**src/source/gpio_bus_pkg.sv**
```systemverilog
/* Register bus definitions: request address and data widths, response status */

package gpio_bus_pkg;

   //########################################
   // Bus geometry
   //########################################
   localparam int ADDR_W = 4;                    // Word address bits
   localparam int DATA_W = 32;                   // Data bits, upper ones read zero

   //########################################
   // Response status
   //########################################
   typedef enum logic {
      RESP_OK  = 1'b0,                           // Access done
      RESP_ERR = 1'b1                            // Bad offset or illegal direction
   } gpio_resp_e;

   // Request and response both use valid/ready
   // A beat moves on an edge with valid and ready high
   // The sender holds valid and payload until then

endpackage

```
**src/source/gpio_reg_pkg.sv**
```systemverilog
/* GPIO register map: pin count, register operation encoding and word offsets
   shared by the decoder, the register file and the pin logic */

package gpio_reg_pkg;

   //########################################
   // Port geometry
   //########################################
   localparam int NGPIO = 16;                    // Pins on the port

   typedef logic [NGPIO-1:0] gpio_vec_t;         // One bit per pin

   //########################################
   // Register operations
   //########################################
   typedef enum logic [3:0] {
      REG_OUT      = 4'd0,                       // Output data
      REG_OUT_SET  = 4'd1,                       // Set bits in OUT, write only
      REG_OUT_CLR  = 4'd2,                       // Clear bits in OUT, write only
      REG_OUT_XOR  = 4'd3,                       // Toggle bits in OUT, write only
      REG_DIR      = 4'd4,                       // Output enable, 1 drives
      REG_IN       = 4'd5,                       // Synced pin level, read only
      REG_IRQ_MASK = 4'd6,                       // Per-pin interrupt enable
      REG_IRQ_EDGE = 4'd7,                       // 1 edge, 0 level
      REG_IRQ_POL  = 4'd8,                       // 1 rise/high, 0 fall/low
      REG_IRQ_STAT = 4'd9,                       // Event status, W1C
      REG_BAD      = 4'd15                       // Unmapped offset
   } gpio_reg_e;

   //########################################
   // Word offsets
   //########################################
   localparam logic [3:0] OFF_OUT      = 4'd0;
   localparam logic [3:0] OFF_OUT_SET  = 4'd1;
   localparam logic [3:0] OFF_OUT_CLR  = 4'd2;
   localparam logic [3:0] OFF_OUT_XOR  = 4'd3;
   localparam logic [3:0] OFF_DIR      = 4'd4;
   localparam logic [3:0] OFF_IN       = 4'd5;
   localparam logic [3:0] OFF_IRQ_MASK = 4'd6;
   localparam logic [3:0] OFF_IRQ_EDGE = 4'd7;
   localparam logic [3:0] OFF_IRQ_POL  = 4'd8;
   localparam logic [3:0] OFF_IRQ_STAT = 4'd9;  // Highest mapped offset

endpackage

```
**src/source/gpio_cmd_if.sv**
```systemverilog
/* Decoded command between the request stage and the register file */

`timescale 1ns/1ps

interface gpio_cmd_if
   import gpio_reg_pkg::*, gpio_bus_pkg::*;
   ();

   logic              valid;                     // Command present
   logic              ready;                     // Register file can execute
   logic              write;                     // 1 write, 0 read
   gpio_reg_e         reg_sel;                   // Decoded target
   logic [DATA_W-1:0] wdata;                     // Write data, full bus width

   // Request stage side
   modport src (
      output valid,
      input  ready,
      output write,
      output reg_sel,
      output wdata
   );

   // Register file side
   modport dst (
      input  valid,
      output ready,
      input  write,
      input  reg_sel,
      input  wdata
   );

endinterface

```
**src/source/gpio_cmd_stage.sv**
```systemverilog
/* Request stage: two-entry skid buffer on the bus request, word address decoded
   into a register operation on the way in */

`timescale 1ns/1ps

module gpio_cmd_stage
   import gpio_reg_pkg::*, gpio_bus_pkg::*;
   (
   input  logic              sys_clk,
   input  logic              arst_n,
   input  logic              req_valid,
   output logic              req_ready,
   input  logic              req_write,
   input  logic [ADDR_W-1:0] req_addr,
   input  logic [DATA_W-1:0] req_wdata,
   gpio_cmd_if.src           cmd
   );

   logic              write_q [2];               // Entry direction
   gpio_reg_e         sel_q   [2];               // Entry target
   logic [DATA_W-1:0] wdata_q [2];               // Entry write data
   logic              wr_ptr;                    // Next free entry
   logic              rd_ptr;                    // Oldest entry
   logic [1:0]        count;                     // Entries held, 0..2
   logic              push;
   logic              pop;

   //########################################
   // Address decode
   //########################################
   function automatic gpio_reg_e decode_addr(input logic [ADDR_W-1:0] addr);
      gpio_reg_e sel;
      case (addr)
         OFF_OUT:      sel = REG_OUT;
         OFF_OUT_SET:  sel = REG_OUT_SET;
         OFF_OUT_CLR:  sel = REG_OUT_CLR;
         OFF_OUT_XOR:  sel = REG_OUT_XOR;
         OFF_DIR:      sel = REG_DIR;
         OFF_IN:       sel = REG_IN;
         OFF_IRQ_MASK: sel = REG_IRQ_MASK;
         OFF_IRQ_EDGE: sel = REG_IRQ_EDGE;
         OFF_IRQ_POL:  sel = REG_IRQ_POL;
         OFF_IRQ_STAT: sel = REG_IRQ_STAT;
         default:      sel = REG_BAD;            // Offsets above 9
      endcase
      return sel;
   endfunction

   //########################################
   // Skid buffer
   //########################################
   assign req_ready = (count != 2'd2);           // Registered count only, no path from cmd.ready
   assign push      = req_valid & req_ready;
   assign pop       = cmd.valid & cmd.ready;

   always_ff @(posedge sys_clk or negedge arst_n) begin
      if (!arst_n) begin
         wr_ptr <= 1'b0;
         rd_ptr <= 1'b0;
         count  <= 2'd0;
      end else begin
         if (push)
            wr_ptr <= ~wr_ptr;                   // Two entries, pointer just flips
         if (pop)
            rd_ptr <= ~rd_ptr;
         case ({push, pop})
            2'b10:   count <= count + 2'd1;
            2'b01:   count <= count - 2'd1;
            default: count <= count;             // Idle or pass-through
         endcase
      end
   end

   // Payload storage
   always_ff @(posedge sys_clk) begin
      if (push) begin
         write_q[wr_ptr] <= req_write;
         sel_q[wr_ptr]   <= decode_addr(req_addr);
         wdata_q[wr_ptr] <= req_wdata;
      end
   end

   // Head of buffer drives the command
   assign cmd.valid   = (count != 2'd0);
   assign cmd.write   = write_q[rd_ptr];
   assign cmd.reg_sel = sel_q[rd_ptr];
   assign cmd.wdata   = wdata_q[rd_ptr];

endmodule

```
**src/source/gpio_in_sync.sv**
```systemverilog
/* Pin input synchronizer with per-pin rising and falling edge pulses */

`timescale 1ns/1ps

module gpio_in_sync
   import gpio_reg_pkg::*;
   (
   input  logic      sys_clk,
   input  logic      arst_n,
   input  gpio_vec_t pins,                       // Asynchronous pin levels
   output gpio_vec_t level,                      // Synced level
   output gpio_vec_t rise,                       // One cycle on 0 to 1
   output gpio_vec_t fall                        // One cycle on 1 to 0
   );

   gpio_vec_t meta_q;                            // First flop, may go metastable
   gpio_vec_t sync_q;                            // Second flop, safe to use
   gpio_vec_t prev_q;                            // Synced level one cycle back

   always_ff @(posedge sys_clk or negedge arst_n) begin
      if (!arst_n) begin
         meta_q <= '0;
         sync_q <= '0;
         prev_q <= '0;
      end else begin
         meta_q <= pins;
         sync_q <= meta_q;
         prev_q <= sync_q;
      end
   end

   assign level = sync_q;
   assign rise  = sync_q & ~prev_q;              // Visible with the new level
   assign fall  = ~sync_q & prev_q;

endmodule

```
**src/source/gpio_regfile.sv**
```systemverilog
/* Execute stage: GPIO register file with read/write decode, output registers
   and the per-pin interrupt status and request logic */

`timescale 1ns/1ps

module gpio_regfile
   import gpio_reg_pkg::*, gpio_bus_pkg::*;
   (
   input  logic              sys_clk,
   input  logic              arst_n,
   gpio_cmd_if.dst           cmd,
   input  gpio_vec_t         level,
   input  gpio_vec_t         rise,
   input  gpio_vec_t         fall,
   output logic              res_valid,
   input  logic              res_ready,
   output logic [DATA_W-1:0] res_rdata,
   output gpio_resp_e        res_err,
   output gpio_vec_t         out_reg,
   output gpio_vec_t         dir_reg,
   output logic              irq
   );

   gpio_vec_t  mask_q;                           // Interrupt enable
   gpio_vec_t  edge_q;                           // Edge/level select
   gpio_vec_t  pol_q;                            // Polarity
   gpio_vec_t  stat_q;                           // Event status
   gpio_vec_t  stat_set;                         // Events this cycle
   gpio_vec_t  stat_clr;                         // W1C bits this cycle
   gpio_vec_t  wr_bits;                          // Pin part of write data
   gpio_vec_t  rd_val;                           // Read mux
   gpio_resp_e rd_err;
   gpio_resp_e wr_err;
   logic       exec;                             // Command executes this cycle
   logic       wr_en;

   //########################################
   // Handshake
   //########################################
   assign res_valid = cmd.valid;                 // Result is combinational
   assign cmd.ready = res_ready;                 // Stall only on response side
   assign exec      = cmd.valid & res_ready;
   assign wr_en     = exec & cmd.write;
   assign wr_bits   = cmd.wdata[NGPIO-1:0];      // Upper data bits ignored

   //########################################
   // Read mux and status
   //########################################
   always_comb begin
      rd_val = '0;
      rd_err = RESP_OK;
      case (cmd.reg_sel)
         REG_OUT:      rd_val = out_reg;
         REG_DIR:      rd_val = dir_reg;
         REG_IN:       rd_val = level;
         REG_IRQ_MASK: rd_val = mask_q;
         REG_IRQ_EDGE: rd_val = edge_q;
         REG_IRQ_POL:  rd_val = pol_q;
         REG_IRQ_STAT: rd_val = stat_q;
         default:      rd_err = RESP_ERR;        // SET/CLR/XOR and bad offset
      endcase
   end

   // Input register and unmapped offsets refuse writes
   always_comb begin
      if (cmd.reg_sel == REG_IN || cmd.reg_sel == REG_BAD)
         wr_err = RESP_ERR;
      else
         wr_err = RESP_OK;
   end

   always_comb begin
      if (cmd.write) begin
         res_rdata = '0;                         // Writes return zero
         res_err   = wr_err;
      end else begin
         res_rdata = {{(DATA_W-NGPIO){1'b0}}, rd_val};
         res_err   = rd_err;
      end
   end

   //########################################
   // Register writes
   //########################################
   always_ff @(posedge sys_clk or negedge arst_n) begin
      if (!arst_n) begin
         out_reg <= '0;
         dir_reg <= '0;
         mask_q  <= '0;
         edge_q  <= '0;
         pol_q   <= '0;
      end else if (wr_en) begin
         case (cmd.reg_sel)
            REG_OUT:      out_reg <= wr_bits;
            REG_OUT_SET:  out_reg <= out_reg | wr_bits;
            REG_OUT_CLR:  out_reg <= out_reg & ~wr_bits;
            REG_OUT_XOR:  out_reg <= out_reg ^ wr_bits;
            REG_DIR:      dir_reg <= wr_bits;
            REG_IRQ_MASK: mask_q  <= wr_bits;
            REG_IRQ_EDGE: edge_q  <= wr_bits;
            REG_IRQ_POL:  pol_q   <= wr_bits;
            default:      ;                      // IN, STAT, bad: nothing here
         endcase
      end
   end

   //########################################
   // Interrupt status
   //########################################
   // Edge pins take the pulse picked by polarity, level pins the match
   assign stat_set = (edge_q & ((pol_q & rise) | (~pol_q & fall)))
                   | (~edge_q & ~(level ^ pol_q));

   assign stat_clr = (wr_en && cmd.reg_sel == REG_IRQ_STAT) ? wr_bits : '0;

   always_ff @(posedge sys_clk or negedge arst_n) begin
      if (!arst_n) begin
         stat_q <= '0;
         irq    <= 1'b0;
      end else begin
         stat_q <= (stat_q & ~stat_clr) | stat_set;  // New event beats a clear
         irq    <= |(stat_q & mask_q);               // One edge after status
      end
   end

endmodule

```
**src/source/gpio_rsp_stage.sv**
```systemverilog
/* Response register: one entry, loads when empty or draining, holds under stall */

`timescale 1ns/1ps

module gpio_rsp_stage
   import gpio_bus_pkg::*;
   (
   input  logic              sys_clk,
   input  logic              arst_n,
   input  logic              res_valid,
   output logic              res_ready,
   input  logic [DATA_W-1:0] res_rdata,
   input  gpio_resp_e        res_err,
   output logic              rsp_valid,
   input  logic              rsp_ready,
   output logic [DATA_W-1:0] rsp_rdata,
   output logic              rsp_err
   );

   logic              full_q;                    // Entry holds a response
   logic [DATA_W-1:0] data_q;
   gpio_resp_e        err_q;
   logic              load;

   assign res_ready = ~full_q | rsp_ready;       // Free now or free at this edge
   assign load      = res_valid & res_ready;

   always_ff @(posedge sys_clk or negedge arst_n) begin
      if (!arst_n)
         full_q <= 1'b0;
      else if (load)
         full_q <= 1'b1;                         // Refill, even while draining
      else if (rsp_ready)
         full_q <= 1'b0;
   end

   // Payload held while rsp_ready is low
   always_ff @(posedge sys_clk) begin
      if (load) begin
         data_q <= res_rdata;
         err_q  <= res_err;
      end
   end

   assign rsp_valid = full_q;
   assign rsp_rdata = data_q;
   assign rsp_err   = (err_q == RESP_ERR);

endmodule

```
**src/source/gpio_top.sv**
```systemverilog
/* GPIO controller top: register bus pipeline, output registers, input
   synchronizer and interrupt unit on a 16-pin port */

`timescale 1ns/1ps

module gpio_top
   import gpio_reg_pkg::*, gpio_bus_pkg::*;
   (
   input  logic              sys_clk,         // System clock
   input  logic              arst_n,          // Async reset, active low
   // Request channel
   input  logic              req_valid,
   output logic              req_ready,
   input  logic              req_write,
   input  logic [ADDR_W-1:0] req_addr,        // Word offset
   input  logic [DATA_W-1:0] req_wdata,
   // Response channel
   output logic              rsp_valid,
   input  logic              rsp_ready,
   output logic [DATA_W-1:0] rsp_rdata,
   output logic              rsp_err,
   // Pins
   input  gpio_vec_t         gpio_in,
   output gpio_vec_t         gpio_out,
   output gpio_vec_t         gpio_oe,         // 1 drives the pin
   output logic              gpio_irq
   );

   gpio_vec_t         pin_level;
   gpio_vec_t         pin_rise;
   gpio_vec_t         pin_fall;
   logic              res_valid;
   logic              res_ready;
   logic [DATA_W-1:0] res_rdata;
   gpio_resp_e        res_err;

   gpio_cmd_if cmd_if ();                     // Decode to execute

   //########################################
   // Bus pipeline
   //########################################
   gpio_cmd_stage u_cmd (
      .sys_clk   (sys_clk),
      .arst_n    (arst_n),
      .req_valid (req_valid),
      .req_ready (req_ready),
      .req_write (req_write),
      .req_addr  (req_addr),
      .req_wdata (req_wdata),
      .cmd       (cmd_if.src)
   );

   gpio_regfile u_regs (
      .sys_clk   (sys_clk),
      .arst_n    (arst_n),
      .cmd       (cmd_if.dst),
      .level     (pin_level),
      .rise      (pin_rise),
      .fall      (pin_fall),
      .res_valid (res_valid),
      .res_ready (res_ready),
      .res_rdata (res_rdata),
      .res_err   (res_err),
      .out_reg   (gpio_out),                  // Pin data straight from OUT
      .dir_reg   (gpio_oe),
      .irq       (gpio_irq)
   );

   gpio_rsp_stage u_rsp (
      .sys_clk   (sys_clk),
      .arst_n    (arst_n),
      .res_valid (res_valid),
      .res_ready (res_ready),
      .res_rdata (res_rdata),
      .res_err   (res_err),
      .rsp_valid (rsp_valid),
      .rsp_ready (rsp_ready),
      .rsp_rdata (rsp_rdata),
      .rsp_err   (rsp_err)
   );

   //########################################
   // Pin input
   //########################################
   gpio_in_sync u_sync (
      .sys_clk (sys_clk),
      .arst_n  (arst_n),
      .pins    (gpio_in),
      .level   (pin_level),
      .rise    (pin_rise),
      .fall    (pin_fall)
   );

endmodule
```
**config.mk**
```make
export PLATFORM = sky130hd
export DESIGN_NAME = gpio_top
export DESIGN_NICKNAME = d
export VERILOG_FILES = /design/src/source/gpio_bus_pkg.sv /design/src/source/gpio_reg_pkg.sv /design/src/source/gpio_cmd_if.sv /design/src/source/gpio_cmd_stage.sv /design/src/source/gpio_in_sync.sv /design/src/source/gpio_regfile.sv /design/src/source/gpio_rsp_stage.sv /design/src/source/gpio_top.sv
export SDC_FILE = /design/constraint.sdc
export NUM_CORES = 1
export LEC_CHECK = 0
export BUFFER_PORTS_ARGS = -buffer_cell sky130_fd_sc_hd__clkbuf_2
export CORE_UTILIZATION = 62
export DETAILED_ROUTE_END_ITERATION = 6
export GPL_ROUTABILITY_DRIVEN = 0
export GPL_TIMING_DRIVEN = 0
export HOLD_SLACK_MARGIN = 0.02
export PLACE_DENSITY = 0.89
export SLEW_MARGIN = 20
export SYNTH_ARGS = -nofsm -noshare
export SYNTH_HDL_FRONTEND = slang
export SYNTH_SLANG_ARGS = --single-unit
export TNS_END_PERCENT = 20
```
**constraint.sdc**
```tcl
create_clock -name sys_clk -period 3.1 [get_ports sys_clk]
set_input_delay 0.62 -clock sys_clk [delete_from_list [all_inputs] [get_ports sys_clk]]
set_output_delay 0.62 -clock sys_clk [all_outputs]
set_load 0.02 [all_outputs]
```
==> key figures <==
Clocking
  – Clock Tree Buf Depth: 3
  – Worst skew pair latency: 0.51 ns
  – Post-CTS Resized: 0
  – Post-CTS Setup Inserts: 0
  – Clock slew at reported path FFs: 0.06 ns
  – CTS Root Buffer Type: clkbuf_16
  – TritonCTS clock tree: yes
  – H-tree depth: 1
  – CTS Hold Buffers Added: 0
  – Clock sinks: ~210
  – Num CTS Buffers: 21

Min path
  – Hold crit path type: in2async

Timing
  – Crit path time final: roughly 2.9 ns
  – Fin Clk Skew: 0.0163 ns
  – Fmax: 343 MHz
  – Period utilization: a little over nine tenths
  – Final setup viols: 0
  – Final WS setup: about 0.19 ns
  – Final hold viol count: 0
  – Max-slew violation count: 0
  – Worst-Margin Slew: between 1 and 1.5 ns
  – Slew headroom: roughly a quarter
  – RSZ-0062 raised after global routing: false
  – Setup TNS: 0 ns

Global routing
  – Initial antenna violation count: 0
  – First-pass GRT wire length: slightly above 40000 um
  – Total track usage: roughly a third
  – Largest net degree at the start of global routing: 96
  – Vias in the first global route: between 7000 and 8000
  – Overflow after GRT: 0

Setup path
  – Worst-path cell with the longest stage delay: mux2i_1
  – Reg2reg path depth: 9
  – CP Launch Point: u_cmd.rd_ptr$_DFFE_PN0P_
  – Crit path depth: 9
  – Critical path class: reg2reg
  – Crit path capture: u_regs.out_reg[15]$_DFFE_PN0P_
  – R2r endpoint: u_regs.out_reg[15]$_DFFE_PN0P_
  – Worst setup EP type: flop
  – Flop-to-flop setup slack: ~0.19 ns
  – WP buf/inv: 3
  – Req. time, crit path: around 3.5 ns
  – Crit path arrival time: ~3.3 ns
  – CP startpoint kind: flop
  – Crit Reg-Reg Startpoint: u_cmd.rd_ptr$_DFFE_PN0P_
  – Cell Chain, Critical Path: buf_6 > buf_4 > buf_2 > mux2i_1 > ha_1 > nand2_1 > o211ai_1 > o221ai_1 > o21ai_0
  – Crit-path leading delay family: multiplexers
  – CP peak stage delay: 0.85 ns
  – Crit path max fanout: 10

Logic synthesis
  – Largest family of logic cells by synthesized area: compound AO/OA/AOI/OAI gates
  – Post-synth ARST share: ~72%
  – Synth unique cells: between 50 and 60
  – Syn Area/Cell: around 11 um^2
  – Synth Area in XOR/XNOR: less than 1%
  – Seq/Total Area, Yosys: 59.0%
  – Compound-Gate Fraction of Synth Area: 15.8%
  – Top_reg_cell synth: dfrtp_1
  – Mux contribution to synthesized area: around 4.3%
  – Simple-gate share of the synthesized area: between 10% and 20%
  – Post-Synthesis Cells: 842
  – Synth Area in Adders: about 4.4%
  – Count of state elements after synthesis: between 200 and 250
  – Syn. warnings: 0
  – Synthesized area: 9370 um^2
  – EDFF count, synth: ~60

Status
  – Status: complete, but fails checks
  – Failing checks: DRC

Floorplan
  – # IOs: around 130
  – Core Box Area: around 15000 um^2
  – Die Span Y: approximately 120 um
  – Initial Util: a little under two thirds
  – Die Area: approximately 16000 um^2
  – Die width: 125 um
  – Rows: 44

Finish
  – Flip-flop count of the largest register after layout: 32
  – Layout Nets: 1065
  – Synthesis-to-finish area growth: 16.4%
  – Layout cell share with drive strength beyond 1: 18.9%
  – Largest Register: u_cmd.wdata_q
  – N_diodes: 0
  – Fin cells: about 1200
  – Final core occ: ~74%

Route
  – DR pass1 iterations: 7
  – Routed len/inst: approximately 22 um
  – Via density: roughly 6.6
  – DRT iter0 DRCs: ~1200
  – Post-DRT Antenna Nets: 0
  – Via count: ~7800
  – Final WL: roughly 26000 um
  – Post-route DRC: 17

Pwr
  – Peak supply drop: just under 0.0007 V
  – Pwr Density: around 1000 nW/um^2
  – Switch Pwr: 4.58 mW
  – Leakage: 4.86 nW
  – Gate power share: 37.2%
  – Switching Share: between 40% and 50%
  – Total power draw: 11.4 mW
  – Pint: ~6.8 mW
  – Clock Power Share: between 20% and 30%
  – Sequential Power Share: between 30% and 40%

Placed design
  – Pre-CTS WS: between 0.3 and 0.4 ns
  – Dpl cells: between 1000 and 1500
  – Final HPWL DP: 17200 um
  – Port-buffer cells: a little over 90

Flow run
  – MaxCap Viol Count: 0
[synth_stat cells, drive strengths merged (20+ instances only)]
cell / count / share of area [%]
dfrtp: 150 / 40
nand2: 109 / 4.4
a21oi: 69 / 3.7
o21ai: 63 / 3.4
nor2: 62 / 2.5
edfxtp: 59 / 19
buf: 37 / 2.6
inv: 34 / 1.4
ha: 33 / 4.4
clkbuf: 23 / 0.95
nand3: 23 / 1.2
a22o: 21 / 2.0
mux2i: 21 / 2.2
nor2b: 20 / 1.3
[layer usage]
metal | vias to the layer above | global-route usage (%) | wire [um] | share of wire, %
met5 | - | 0 | 0 | 0
met4 | 0 | 19.7 | 1490 | 5.7
met3 | 138 | 8.42 | 3270 | 13
met2 | 640 | 52.6 | 11900 | 46
met1 | 3734 | 45.4 | 9430 | 36
li1 | 3254 | - | - | -
[worst min-delay path by stage]
stage | depth (start not counted) | start | to
5_1_grt | 1 | arst_n | u_rsp.rsp_valid$_DFFE_PN0P_
6_report | 1 | arst_n | u_cmd.rd_ptr$_DFFE_PN0P_
2_1_floorplan | 0 | arst_n | u_cmd.count[0]$_DFFE_PN0P_
4_1_cts | 1 | arst_n | u_rsp.rsp_valid$_DFFE_PN0P_
3_5_place_dp | 0 | u_sync.meta_q[1]$_DFF_PN0_ | u_sync.level[1]$_DFF_PN0_
3_3_place_gp | 0 | u_sync.meta_q[14]$_DFF_PN0_ | u_sync.level[14]$_DFF_PN0_
[cell type report]
class / instances / area [um^2]
inverter: 34 / 128
tap: 184 / 230
clock inverter: 12 / 164
clock buffer: 26 / 554
multi-input combinational: 554 / 3450
buffer: 60 / 337
sequential: 209 / 5530
timing repair buffer: 95 / 523
fill: 951 / 3740
[power groups by stage]
stage / sequential (mW) / clock (mW) / combinational, mW
global placement: 4.41 / 0 / 3.84
detailed placement: 4.45 / 0 / 4.07
CTS: 4.42 / 2.68 / 4.13
finish: 4.47 / 2.67 / 4.23
floorplan: 4.56 / 0 / 2.45
global route: 4.53 / 2.79 / 4.56
[cell usage in the layout, fill, tap and decap left out, types with 11 or more instances in the layout]
| cell type | count |
|---|---|
| nand3_1 | 23 |
| mux2i_1 | 19 |
| ha_1 | 33 |
| clkbuf_1 | 25 |
| clkbuf_16 | 21 |
| inv_1 | 34 |
| a22o_1 | 21 |
| a211oi_1 | 11 |
| buf_2 | 15 |
| clkbuf_2 | 93 |
| o22ai_1 | 12 |
| o31ai_1 | 11 |
| edfxtp_1 | 59 |
| buf_4 | 20 |
| dfrtp_1 | 150 |
| nor2_1 | 59 |
| nand2_1 | 109 |
| o311ai_0 | 12 |
| nor2b_1 | 20 |
| a21oi_1 | 69 |
| o21ai_0 | 61 |
| conb_1 | 16 |
[cell families (layout without fill, tap and decap cells)]
family | count (synthesis) | count (layout)
AO/OA/AOI/OAI | 232 | 232
buffers and inverters | 94 | 227
multiplexers | 32 | 32
other | 1 | 16
XOR/XNOR | 5 | 5
AND/OR/NAND/NOR | 236 | 236
flip-flops | 209 | 209
adder cells (fa/ha/maj) | 33 | 33
[metrics by stage]
step                hold WS [ns]  instance area [um^2]
global placement           0.333                 10100
floorplan                  0.324                  9420
global route               0.123                 10900
detailed placement         0.335                 10200
CTS                        0.111                 10900
finish                    0.0887                 10900
Note: power is estimated with default switching activity, not from simulation.
